===== config.mk =====
export PLATFORM = sky130hd
export DESIGN_NAME = video_timer
export DESIGN_NICKNAME = d
export VERILOG_FILES = /design/src/verilog/io_pkg.sv /design/src/verilog/video_timer.sv
export VERILOG_INCLUDE_DIRS = /design/src /design/src/verilog
export SDC_FILE = /design/constraint.sdc
export NUM_CORES = 1
export LEC_CHECK = 0
export BUFFER_PORTS_ARGS = -buffer_cell sky130_fd_sc_hd__buf_4
export CORE_MARGIN = 2
export CORE_UTILIZATION = 55
export CTS_BUF_LIST = sky130_fd_sc_hd__clkbuf_16
export DETAILED_ROUTE_END_ITERATION = 7
export GPL_TIMING_DRIVEN = 0
export PLACE_DENSITY_LB_ADDON = 0.2
export SLEW_MARGIN = 25
export SYNTH_ARGS = -nofsm -noshare
export SYNTH_HDL_FRONTEND = slang
export SYNTH_SLANG_ARGS = --single-unit

===== constraint.sdc =====
create_clock -name clk_24 -period 1.75 [get_ports clk_24]
set_input_delay 0.0875 -clock clk_24 [delete_from_list [all_inputs] [get_ports clk_24]]
set_output_delay 0.0875 -clock clk_24 [all_outputs]
set_load 0.05 [all_outputs]

===== src/verilog/aznable_consts.svh =====
`ifndef AZNABLE_CONSTS_SVH
`define AZNABLE_CONSTS_SVH

// memory array address widths
`define AZ_PGROM_AW 15
`define AZ_WKRAM_AW 14

// memory map
// program ROM below the I/O base, work RAM from its base to the top
`define AZ_IO_BASE 16'h8000
`define AZ_WKRAM_BASE 16'hC000

// I/O pages, compared against address bits 15:8
`define AZ_JOY_PAGE 8'h81
`define AZ_PADDLE_PAGE 8'h84
`define AZ_TSTAMP_PAGE 8'h88
`define AZ_TIMER_PAGE 8'h89

// single-address system triggers
`define AZ_PAUSE_ADDR 16'h8A30
`define AZ_MENU_ADDR 16'h8A31

// readable bytes per input device
// 6 joysticks of 32 buttons each
`define AZ_JOY_BYTES 24
`define AZ_PADDLE_BYTES 6
// 33 bits, bit 32 toggles on change
`define AZ_TSTAMP_BYTES 5

// download index of the program ROM
`define AZ_DN_INDEX_PGROM 8'd0

// clk_24 cycles in one millisecond
`define AZ_MS_DIVIDE 24000

// video timing in ce_6 pixels and lines
`define AZ_H_ACTIVE 320
`define AZ_H_TOTAL 396
`define AZ_V_ACTIVE 240
`define AZ_V_TOTAL 256
`define AZ_HS_START 336
`define AZ_HS_END 368
`define AZ_VS_START 244
`define AZ_VS_END 247

`endif


===== src/verilog/io_pkg.sv =====
package io_pkg;

	// 6 devices, 32 buttons each
	typedef logic [191:0] joystick_t;

	// 6 devices, 8 bits each
	typedef logic [47:0] paddle_t;

	// seconds count in 31:0, bit 32 toggles with every change
	typedef logic [32:0] timestamp_t;

	// free running millisecond count, wraps
	typedef logic [15:0] ms_count_t;

	// horizontal and vertical beam position
	typedef logic [8:0] pixel_count_t;

endpackage


===== src/verilog/video_timer.sv =====
`timescale 1ns/10ps
`include "aznable_consts.svh"

module video_timer
	import io_pkg::*;
(
	input logic clk_24,
	input logic rst_n,
	input logic ce_6,
	output logic vga_hs,
	output logic vga_vs,
	output logic vga_hb,
	output logic vga_vb
);

	localparam int PW = $bits(pixel_count_t);

	pixel_count_t hcnt;
	pixel_count_t vcnt;
	logic line_end;
	logic frame_end;

	assign line_end = (hcnt == PW'(`AZ_H_TOTAL - 1));
	assign frame_end = (vcnt == PW'(`AZ_V_TOTAL - 1));

	// one pixel per ce_6, line count steps at the end of each line
	always_ff @(posedge clk_24)
	begin
		if (!rst_n)
		begin
			hcnt <= '0;
			vcnt <= '0;
		end
		else if (ce_6)
		begin
			if (line_end)
			begin
				hcnt <= '0;
				vcnt <= frame_end ? '0 : vcnt + 1'b1;
			end
			else
			begin
				hcnt <= hcnt + 1'b1;
			end
		end
	end

	// blanking covers everything past the visible area
	assign vga_hb = (hcnt >= PW'(`AZ_H_ACTIVE));
	assign vga_vb = (vcnt >= PW'(`AZ_V_ACTIVE));

	// sync windows are start inclusive, end exclusive
	assign vga_hs = (hcnt >= PW'(`AZ_HS_START)) && (hcnt < PW'(`AZ_HS_END));
	assign vga_vs = (vcnt >= PW'(`AZ_VS_START)) && (vcnt < PW'(`AZ_VS_END));

endmodule

; ---- Yosys cells after proc, flatten, opt, wreduce, memory -nomap -nowiden
; Cells that the tools add are included.
[word_totals]
regBits = 18
in_bits = 3
wordCells = 17
[op_classes]
n_addsub = 2
n_lt_le_gt_ge = 6
eq_ne = 2
muxes = 2
n_reduce_logical = 3
[op_table]
columns = operator, count
row1 = "9-bit by 1-bit adder with 9-bit output, second input constant", 2
row2 = "9-bit by 8-bit greater-or-equal comparator with 1-bit output, second input constant", 2
row3 = "9-bit greater-or-equal comparator, second input constant", 2
row4 = 9-bit two-way mux, 2
row5 = "9-bit by 8-bit == test with 1-bit output, second input constant", 1
row6 = "9-bit == test, second input constant", 1
row7 = "9-bit by 8-bit less-than comparator with 1-bit output, second input constant", 1
row8 = "9-bit less-than comparator, second input constant", 1
row9 = 1-bit logical AND, 2
row10 = 2-bit AND reduction, 1

; ---- Longest topological paths before layout
; Gate-level depths: netlist of the first run.
[depth]
word_depth = 2
mapped_depth = 6
depth_no_buf = 5

; ---- Least setup slack after synthesis of the first run
; Ideal clock, no wire load.
[synth_path]
kind = register to output
start = reg vcnt[4]
end = out vga_vs
arrival_ns = 2.997
setup_slack_ns = -1.334
path_stages_with_launch = 3
path_cell_list = dfxtp_1 -> nand4_1 -> a2111oi_0
[synth_between]
elab_chain_cells = 2
word_cells_on_any_way = 3
cone_classes = order compare (2) / reduce/logical (1)
[synth_lines]
columns = item, line_no
row1 = from (decl), video_timer.sv:19  ; pixel_count_t vcnt;
row2 = from (signal assigned), video_timer.sv:39  ; vcnt <= frame_end ? '0 : vcnt + 1'b1;
row3 = 9-bit by 8-bit greater-or-equal comparator with 1-bit output / 9-bit by 8-bit less-than comparator with 1-bit output (equally long branches), video_timer.sv:54  ; assign vga_vs = (vcnt >= PW'(`AZ_VS_START)) && (vcnt < PW'(`AZ_VS_END));
row4 = 1-bit logical AND (*), video_timer.sv:54
row5 = to (decl), video_timer.sv:11  ; output logic vga_vs,
; Every way passes the cells marked *; elsewhere a longest branch is shown, timed or not.

; ---- Worst setup path in the final report of the first run
[layout_path]
start = reg hcnt[1]
end = reg vcnt[6]
[layout_between]
elab_chain_cells = 2
[layout_lines]
columns = item, line_no
row1 = from (decl), video_timer.sv:18  ; pixel_count_t hcnt;
row2 = from (signal assigned), video_timer.sv:43  ; hcnt <= hcnt + 1'b1;
row3 = 9-bit == test, video_timer.sv:23  ; assign line_end = (hcnt == PW'(`AZ_H_TOTAL - 1));
row4 = 2-bit AND reduction (no source line), -
; No other way between the ends.
; A chain may end at the register's enable or synchronous reset.

==> key figures, run 1 <==
Setup path
  – Stages on the worst setup path: 5
  – Critical-path top delay cell: or4_1
  – CP arrival: 1.83 ns
  – R2R Path End: vcnt[6]
  – Cells on worst reg2reg path: 5
  – Delay-heaviest family, CP: simple AND/OR/NAND/NOR gates
  – Crit path kind: flop to flop
  – Cell Chain, Critical Path: ha_1 -> and3_4 -> nand4_4 -> or4_1 -> a21oi_1
  – CP Data Required Time: 1.93 ns
  – Worst setup SP type: flop
  – Worst r2r src: hcnt[1]
  – Reg2reg setup slack: just under 0.1 ns
  – Critical Path Start: hcnt[1]
  – Buf/Inv on CP: 0
  – Critical Path Sink Type: flop
  – CP Capture Point: vcnt[6]
  – CP max stage delay: 0.52 ns
  – CP Max Fanout: 8

Route
  – Total Routed Length: 1640 um
  – First DRT Iteration DRCs: 22
  – Vias: 737
  – Drc violations: 0
  – Drt wl/cell: 13.0 um
  – DRT antenna net count: 0
  – DRT Pass-1 Iters: 4
  – Vias per inst: 5.85

Clock network
  – Clock root cell: clkbuf_16
  – Clock insertion delay at the later pin of the skew report: 0.25 ns
  – Hold-fix buffers, CTS: 0
  – # clock sinks: 18
  – Max clock buf depth: 2
  – Post CTS Setup Buffer Count: 0
  – Clk slew on worst S/H paths: approximately 0.050 ns
  – CTS tree: yes
  – Inserted Clock Buffers: 3
  – Htree depth: 1

Die
  – Die area: a little under 2000 um^2
  – Initial Utilization: 58.2%
  – I/O Pins: 7
  – Standard-cell rows: 14
  – Area of the core: 1510 um^2
  – Die Y-Extent: 43.9 um
  – Die X: 43.9 um

STA
  – Setup-failing EPs final: 0
  – Max Clock Freq: between 600 and 700 MHz
  – Setup Skew: 0.00288 ns
  – Worst Tran Pin Value: 0.291 ns
  – RSZ-0062 raised after global routing: no
  – Max-slew violations: 0
  – Min Tclk post-route: 1.65 ns
  – Min Hold Slack: between 0.1 and 0.15 ns
  – Crit share post-route: between 90% and 100%
  – Fin. Hold Viols: 0
  – Worst slew margin: a little over 80%

Cells and area
  – Most common cell after layout, fill and taps aside: dfxtp_1
  – Number of diodes: 0
  – # fillers: 120
  – Layout cells sized above 1: 15.5%
  – P&R area growth vs syn: 19.8%
  – NumNets Final: roughly 120
  – Most frequent cells in the layout: dfxtp_1 (17), nand2_1 (10), nor2_1 (10)

Placed design
  – Port Buffers: 6
  – HPWL after DPL: 1130 um
  – Routability congestion estimate: ~0.85

Yosys
  – Post-synthesis register bit count: 18
  – Largest family of logic cells by synthesized area: simple AND/OR/NAND/NOR gates
  – Yosys cell types: 31
  – Share of flip-flops with an asynchronous set or reset: 0%
  – Synth Area in XOR/XNOR: 8.99%
  – Mux cell area share after synthesis: 2.28%
  – Syn Area/Cell: 8.68 um^2
  – Post-synth EDFFs: 0
  – Gate Count Post-Synth: 101
  – Top cell type's share of synthesized area: 41.1%
  – Cell area after technology mapping: 877 um^2
  – Top FF cell, synth: dfxtp_1
  – YS warnings: 0
  – Simple-gate area share of the yosys netlist: 27.7%
  – Synth area leaders: dfxtp_1 (41%), xor2_1 (6.0%), ha_1 (5.7%)
  – Register area share after synthesis: 41.1%
  – Compound-Gate Fraction of Synth Area: 11.3%
  – Post-synth top area cell: dfxtp_1
  – Post-synthesis adder-cell area fraction: 5.71%
  – Syn_nets: 108

Power
  – Tot Pwr: 0.907 mW
  – Leak: around 0.4 nW
  – Pwr dens: 863 nW/um^2
  – Peak VDD IR: 622 uV

Global route
  – First-pass GRT wire length: around 2700 um
  – Grt total ovfl: 0
  – Largest net degree at the start of global routing: 11
  – GRT Total Usage: 19.3%
  – Number of global-route vias before repair: 638
  – Initial antenna violation count: 0

Flow run
  – # Max-Cap Violations: 0

Worst hold path
  – Worst hold path type: primary input to flop
  – Hold_sp: ce_6

Run status
  – Status: complete, no violations
-- per-layer routing --
metal  wire (um)  track usage [%]  vias up  share of wire [%]
li1            -                -      374                  -
met3          30             3.75        4                1.8
met5           0                0        -                  0
met4          18             10.9        0                1.1
met1         833             26.7      351                 51
met2         760             27.9        8                 46
-- synthesized netlist by cell type (all sizes together) (2+ instances only) --
cell type / instances
a21oi: 6
and3: 2
dfxtp: 18
ha: 4
inv: 5
mux2i: 2
nand2: 11
nand2b: 2
nand3: 4
nand4: 4
nor2: 10
o21ai: 3
or3: 4
or4: 3
xnor2: 3
xor2: 6
-- where the power goes --
part,switching [mW],internal [mW],total [mW]
logic,0.0167,0.0136,0.0304
registers,0.00787,0.418,0.426
clock network,0.150,0.301,0.450
total,0.174,0.732,0.907
-- registers in the layout, indices dropped and copies added, names as in the netlist --
signal,flops
hcnt,9
vcnt,9
-- worst min-delay path, cell delays in order --
cell	delay, ns
buf_4	0.11
mux2i_1	0.07
nor2_1	0.07
-- logic make-up after synthesis --
group / after synthesis
fa+ha+maj: 4
xor+xnor: 9
flops: 18
mux: 2
simple gates: 45
compound gates: 16
buf+inv: 7
-- area by class of cell --
cell class,instances,area (um^2),area share (%)
Buffer,1,5.00,0.476
Inverter,6,22.5,2.14
Tap cell,16,20.0,1.90
Multi-Input combinational cell,76,522,49.6
Timing Repair Buffer,6,45.0,4.29
Sequential cell,18,362,34.4
Clock buffer,3,75.1,7.14
-- worst min path at each step --
stage | end | slack (ns) | depth (start not counted)
6_report | hcnt[1] | 0.13 | 3
2_1_floorplan | vcnt[8] | 0.23 | 1
3_5_place_dp | hcnt[1] | 0.39 | 3
5_1_grt | vcnt[3] | 0.15 | 3
4_1_cts | hcnt[1] | 0.13 | 3
3_3_place_gp | hcnt[0] | 0.37 | 3
-- per-stage QoR --
step | instances | area [um^2] | setup slack (ns) | utilization [%] | setup TNS (ns)
floorplan | 101 | 883 | 0.00295 | - | 0
global placement | 123 | 948 | -0.0594 | 63.0 | -0.430
detailed placement | 123 | 948 | -0.0727 | 63.0 | -0.455
CTS | 126 | 1030 | 0.00728 | 68.6 | 0
global route | 126 | 1050 | 0.00581 | 69.8 | 0
finish | 126 | 1050 | 0.0961 | 69.8 | 0
-- what timing repair did --
| action | CTS | global route |
|---|---|---|
| hold endpoints to repair | 0 | 0 |
| resized for setup | 2 | 5 |
| setup endpoints to repair | 10 | 11 |
| gates cloned | 0 | 0 |
Note: power is estimated with default switching activity, not from simulation.
==> inputs of run 2 (changes only) <==
ABC_AREA = 0   (was not set)
BUFFER_PORTS_ARGS = not set   (was -buffer_cell sky130_fd_sc_hd__buf_4)
DONT_BUFFER_PORTS = 1   (was not set)
SETUP_SLACK_MARGIN = 0.2   (was not set)
==> key figures, run 2 (same netlist as run 1, synthesis figures left out) <==
Run status
  – Status: finished, violations left
  – Failing checks: hold timing

Cells and area
  – Finished Core Util: 81.6%
  – Top Registers: hcnt: 9 flops, vcnt: 9 flops
  – NumNets Final: between 100 and 150
  – P&R area growth vs syn: 40.2%
  – Most frequent cells in the layout: nand2_1 (10), nor2_1 (10), buf_4 (9)
  – Layout cells sized above 1: 35.6%
  – Post-route design area: between 1000 and 1500 um^2
  – Number of diodes: 0

STA
  – Fin. Hold Viols: 1
  – Crit share post-route: between 90% and 100%
  – Final setup margin: 0.0983 ns
  – Min Hold Slack: -0.00329 ns
  – Min Tclk post-route: 1.65 ns
  – Worst slew margin: ~43%
  – Max-slew violations: 0
  – Setup Skew: 0.00175 ns
  – Setup tns final: 0 ns
  – Worst Tran Pin Value: 0.848 ns
  – RSZ-0062 raised after global routing: yes
  – Setup-failing EPs final: 0
  – Max Clock Freq: between 600 and 700 MHz

Route
  – Vias: ~830
  – Total Routed Length: 2350 um
  – Drt wl/cell: 17.5 um
  – DRT antenna net count: 0
  – Drc violations: 0
  – Vias per inst: 6.20
  – First DRT Iteration DRCs: 21
  – DRT Pass-1 Iters: 4

Die
  – Standard-cell rows: 14
  – Die Y-Extent: between 40 and 50 um
  – I/O Pins: 7
  – Initial Utilization: 58.2%
  – Die X: 43.9 um
  – Area of the core: 1510 um^2
  – Die area: 1930 um^2

Clock network
  – Inserted Clock Buffers: 3
  – Max clock buf depth: 2
  – # clock sinks: 18
  – Clock root cell: clkbuf_16
  – CTS tree: yes
  – Clock insertion delay at the later pin of the skew report: 0.25 ns
  – Htree depth: 1
  – Clk slew on worst S/H paths: 0.05 ns

Setup path
  – Delay-heaviest family, CP: compound AO/OA/AOI/OAI gates
  – CP max stage delay: 0.76 ns
  – CP Data Required Time: 1.66 ns
  – Cell Chain, Critical Path: nand2b_1 -> a2111oi_4
  – Buf/Inv on CP: 0
  – Worst setup SP type: flop
  – Critical Path Sink Type: primary output
  – Critical-path top delay cell: a2111oi_4
  – CP arrival: roughly 1.6 ns
  – R2R Path End: vcnt[6]
  – Crit path kind: flop to primary output
  – CP Max Fanout: 5
  – Cells on worst reg2reg path: 4
  – Worst r2r src: hcnt[4]
  – Reg2reg setup slack: ~0.12 ns

Placed design
  – Pre-CTS WS: 0.0183 ns
  – Routability congestion estimate: roughly 0.78
  – HPWL after DPL: about 1200 um
  – Port Buffers: 0
  – Post-Place Cell Area: 945 um^2

Power
  – Pwr dens: around 750 nW/um^2
  – Clk pwr share: about 50%
  – Peak VDD IR: between 500 and 600 uV
  – Seq pwr share: between 40% and 50%
  – Switching power: 0.187 mW
  – Net switching share of the total power: 20.3%
  – Leak: roughly 0.45 nW
  – Combinational share of power: 4.3%
  – Internal power: around 0.73 mW

Worst hold path
  – Hold_sp: ce_6
  – Hold endpoint: hcnt[1]
  – Worst hold path type: primary input to flop
  – Worst Hold Path Cells: 2

Global route
  – Grt total ovfl: 0
  – Largest net degree at the start of global routing: 11
  – GRT Total Usage: 26.2%
  – Number of global-route vias before repair: 764
  – First-pass GRT wire length: 3580 um
  – Initial antenna violation count: 0

Flow run
  – # Max-Cap Violations: 0
[run 2: changes by cell type in the layout (fill, tap and decap cells not counted), moves of 2 or more]
| cell | previous run | this run |
|---|---|---|
| dfxtp_1 | 17 | 6 |
| dfxtp_4 | 0 | 6 |
| dfxtp_2 | 1 | 6 |
| buf_4 | 6 | 9 |
| a21oi_1 | 6 | 4 |
| a21oi_2 | 0 | 2 |
| buf_6 | 0 | 2 |
| dlygate4sd3_1 | 0 | 2 |
| or3_1 | 4 | 2 |
| or3_4 | 0 | 2 |
| or4_1 | 3 | 1 |
| or4_4 | 0 | 2 |
[run 2: what timing repair did]
item                       CTS  global route
setup endpoints to repair   18            14
gates resized for setup     25             9
hold endpoints to repair     4             0
pin swaps                   10             5
buffers inserted            10             1
hold buffers                 2             0
[run 2: how the worst max path moves through the flow]
stage                     startpoint      end  slack (ns)  cells past startpoint
after floorplan              hcnt[1]  vcnt[6]        0.22                      5
after global placement       hcnt[0]  hcnt[0]        0.04                      6
after detailed placement     hcnt[0]  hcnt[4]        0.02                      6
after CTS                    vcnt[3]   vga_vs        0.11                      2
after global routing         hcnt[4]  vcnt[6]        0.07                      4
final                        vcnt[3]   vga_vs         0.1                      2
[run 2: metal layers]
metal | GRT usage [%] | wire length, um | vias to the layer above
met1 | 31.2 | 1000 | 402
li1 | - | - | 396
met4 | 14.5 | 50 | 0
met3 | 6.67 | 97 | 8
met5 | 0 | 0 | -
met2 | 42.6 | 1200 | 25
[run 2: cell type report]
cell class | instances | area (um^2)
Buffer | 1 | 7.51
Clock buffer | 3 | 75.1
Clock inverter | 1 | 3.75
Fill cell | 80 | 277
Inverter | 6 | 22.5
Multi-Input combinational cell | 76 | 601
Sequential cell | 18 | 390
Tap cell | 16 | 20.0
Timing Repair Buffer | 13 | 110
[run 2: metrics by stage]
stage	total power, mW	std cells
final	0.921	134
after global routing	0.944	134
after CTS	0.927	133
after detailed placement	0.458	117
after global placement	0.457	117
after floorplan	0.452	101
[run 2: worst reg2reg max path: cells and delay by family, from the launching register on]
kind             cells  cell delay, ns
AO/OA/AOI/OAI        1            0.12
flip-flops           1            0.36
AND/OR/NAND/NOR      3            1.08
[run 2: power by group through the flow]
| stage | combinational (mW) | sequential (mW) | clock [mW] |
|---|---|---|---|
| after floorplan | 0.0200 | 0.432 | 0 |
| after global placement | 0.0231 | 0.434 | 0 |
| after detailed placement | 0.0237 | 0.434 | 0 |
| after CTS | 0.0387 | 0.422 | 0.466 |
| after global routing | 0.0457 | 0.422 | 0.476 |
| final | 0.0396 | 0.421 | 0.461 |
==> inputs of run 3 (changes only) <==
CELL_PAD_IN_SITES_DETAIL_PLACEMENT = 0   (was not set)
CELL_PAD_IN_SITES_GLOBAL_PLACEMENT = 1   (was not set)
CORE_UTILIZATION = 30   (was 55)
==> key figures, run 3 (same netlist as run 1, synthesis figures left out) <==
Run status
  – Status: complete, no violations

Route
  – DRT antenna net count: 0
  – Vias: 764
  – Total Routed Length: slightly above 2000 um
  – Vias per inst: 5.13
  – DRT Pass-1 Iters: 2
  – First DRT Iteration DRCs: 24
  – Drc violations: 0
  – Drt wl/cell: about 14 um

Die
  – I/O Pins: 7
  – Die Y-Extent: around 58 um
  – Standard-cell rows: 19
  – Initial Utilization: between 30% and 40%
  – Die X: 58.1 um
  – Die area: 3370 um^2
  – Area of the core: 2760 um^2

Cells and area
  – P&R area growth vs syn: 36.5%
  – Most common cell after layout, fill and taps aside: buf_4
  – NumNets Final: 126
  – Most frequent cells in the layout: buf_4 (11), nand2_1 (10), nor2_1 (10), dfxtp_1 (8), dfxtp_2 (7)
  – Top Registers: hcnt: 9 flops, vcnt: 9 flops
  – Post-route design area: 1200 um^2
  – Number of diodes: 0
  – Layout cells sized above 1: slightly below 30%

Setup path
  – Worst setup SP type: flop
  – Cell Chain, Critical Path: nand4_1 -> a2111oi_4
  – Critical Path Sink Type: primary output
  – Critical-path top delay cell: a2111oi_4
  – CP Data Required Time: 1.66 ns
  – Worst r2r src: hcnt[6]
  – CP max stage delay: around 0.77 ns
  – R2R Path End: vcnt[7]
  – CP Max Fanout: 2
  – Buf/Inv on CP: 0
  – CP arrival: 1.55 ns
  – Delay-heaviest family, CP: compound AO/OA/AOI/OAI gates
  – Crit path kind: flop to primary output
  – Stages on the worst setup path: 2
  – Reg2reg setup slack: 0.15 ns
  – Cells on worst reg2reg path: 4

STA
  – Max-slew violations: 0
  – Setup Skew: 0.00145 ns
  – Worst Tran Pin Value: 0.820 ns
  – Worst slew margin: 45.3%
  – Fin. Hold Viols: 0
  – Setup-failing EPs final: 0
  – RSZ-0062 raised after global routing: yes
  – Min Hold Slack: 0.000725 ns
  – Max Clock Freq: 611 MHz
  – Min Tclk post-route: 1.64 ns
  – Crit share post-route: 93.6%

Worst hold path
  – Worst hold path type: primary input to flop
  – Hold endpoint: hcnt[0]
  – Hold_sp: ce_6
  – Worst Hold Path Cells: 2

Global route
  – GRT Total Usage: 12.9%
  – Number of global-route vias before repair: 706
  – Grt total ovfl: 0
  – Initial antenna violation count: 0
  – Largest net degree at the start of global routing: 11
  – First-pass GRT wire length: 3250 um

Placed design
  – Port Buffers: 0
  – Routability congestion estimate: between 0.6 and 0.7
  – Post-Place Cell Area: 963 um^2
  – HPWL after DPL: 1330 um

Power
  – Pwr dens: 771 nW/um^2
  – Leak: 0.420 nW
  – Tot Pwr: 0.923 mW
  – Peak VDD IR: 428 uV

Flow run
  – # Max-Cap Violations: 0

Clock network
  – CTS tree: yes
  – Clock insertion delay at the later pin of the skew report: between 0.2 and 0.3 ns
  – Clk slew on worst S/H paths: 0.05 ns
  – Inserted Clock Buffers: 3
  – Max clock buf depth: 2
  – # clock sinks: 18
  – Htree depth: 1
  – Clock root cell: clkbuf_16
[run 3: worst max path at each step]
stage | from | to | slack [ns]
finish | vcnt[7] | vga_vs | 0.11
global route | vcnt[7] | vga_vs | 0.04
CTS | vcnt[7] | vga_vs | 0.08
detailed placement | hcnt[0] | hcnt[0] | -0.06
global placement | hcnt[0] | hcnt[0] | -0.06
floorplan | hcnt[1] | vcnt[6] | 0.22
[run 3: stage by stage]
stage	setup slack, ns	instances	utilization [%]	setup TNS [ns]
after floorplan	0.218	101	-	0
after global placement	-0.0632	132	34.9	-0.441
after detailed placement	-0.0635	132	34.9	-0.362
after CTS	0.0796	146	42.3	0
after global routing	0.0426	149	43.4	0
final	0.113	149	43.4	0
[run 3: timing repair]
item | 4_1_cts | 5_1_grt
setup endpoints to repair | 18 | 9
hold buffers | 1 | 0
gates resized for setup | 17 | 4
buffers inserted | 9 | 3
cloned | 0 | 0
pin swaps | 7 | 2
endpoints found under the hold margin | 3 | 0
[run 3: cell type report]
type                            count  area (um^2)
Inverter                            6         22.5
Timing Repair Buffer               13          104
Multi-Input combinational cell     76          568
Buffer                              1         5.00
Clock inverter                      1         3.75
Sequential cell                    18          380
Fill cell                         289         1560
Tap cell                           31         38.8
Clock buffer                        3         75.1
[run 3: per-layer routing]
| layer | part of all wire [%] | track usage [%] | vias to the layer above |
|---|---|---|---|
| met3 | 2.4 | 3.13 | 2 |
| met4 | 0.84 | 6.98 | 0 |
| met1 | 52 | 17.3 | 366 |
| met2 | 45 | 19.0 | 4 |
| met5 | 0 | 0 | - |
| li1 | - | - | 392 |
[run 3: power breakdown]
part	switching [mW]	leakage, nW	internal [mW]	total [mW]
registers	0.00790	0.151	0.415	0.423
logic	0.0179	0.230	0.0181	0.0360
clock network	0.160	0.0385	0.304	0.464
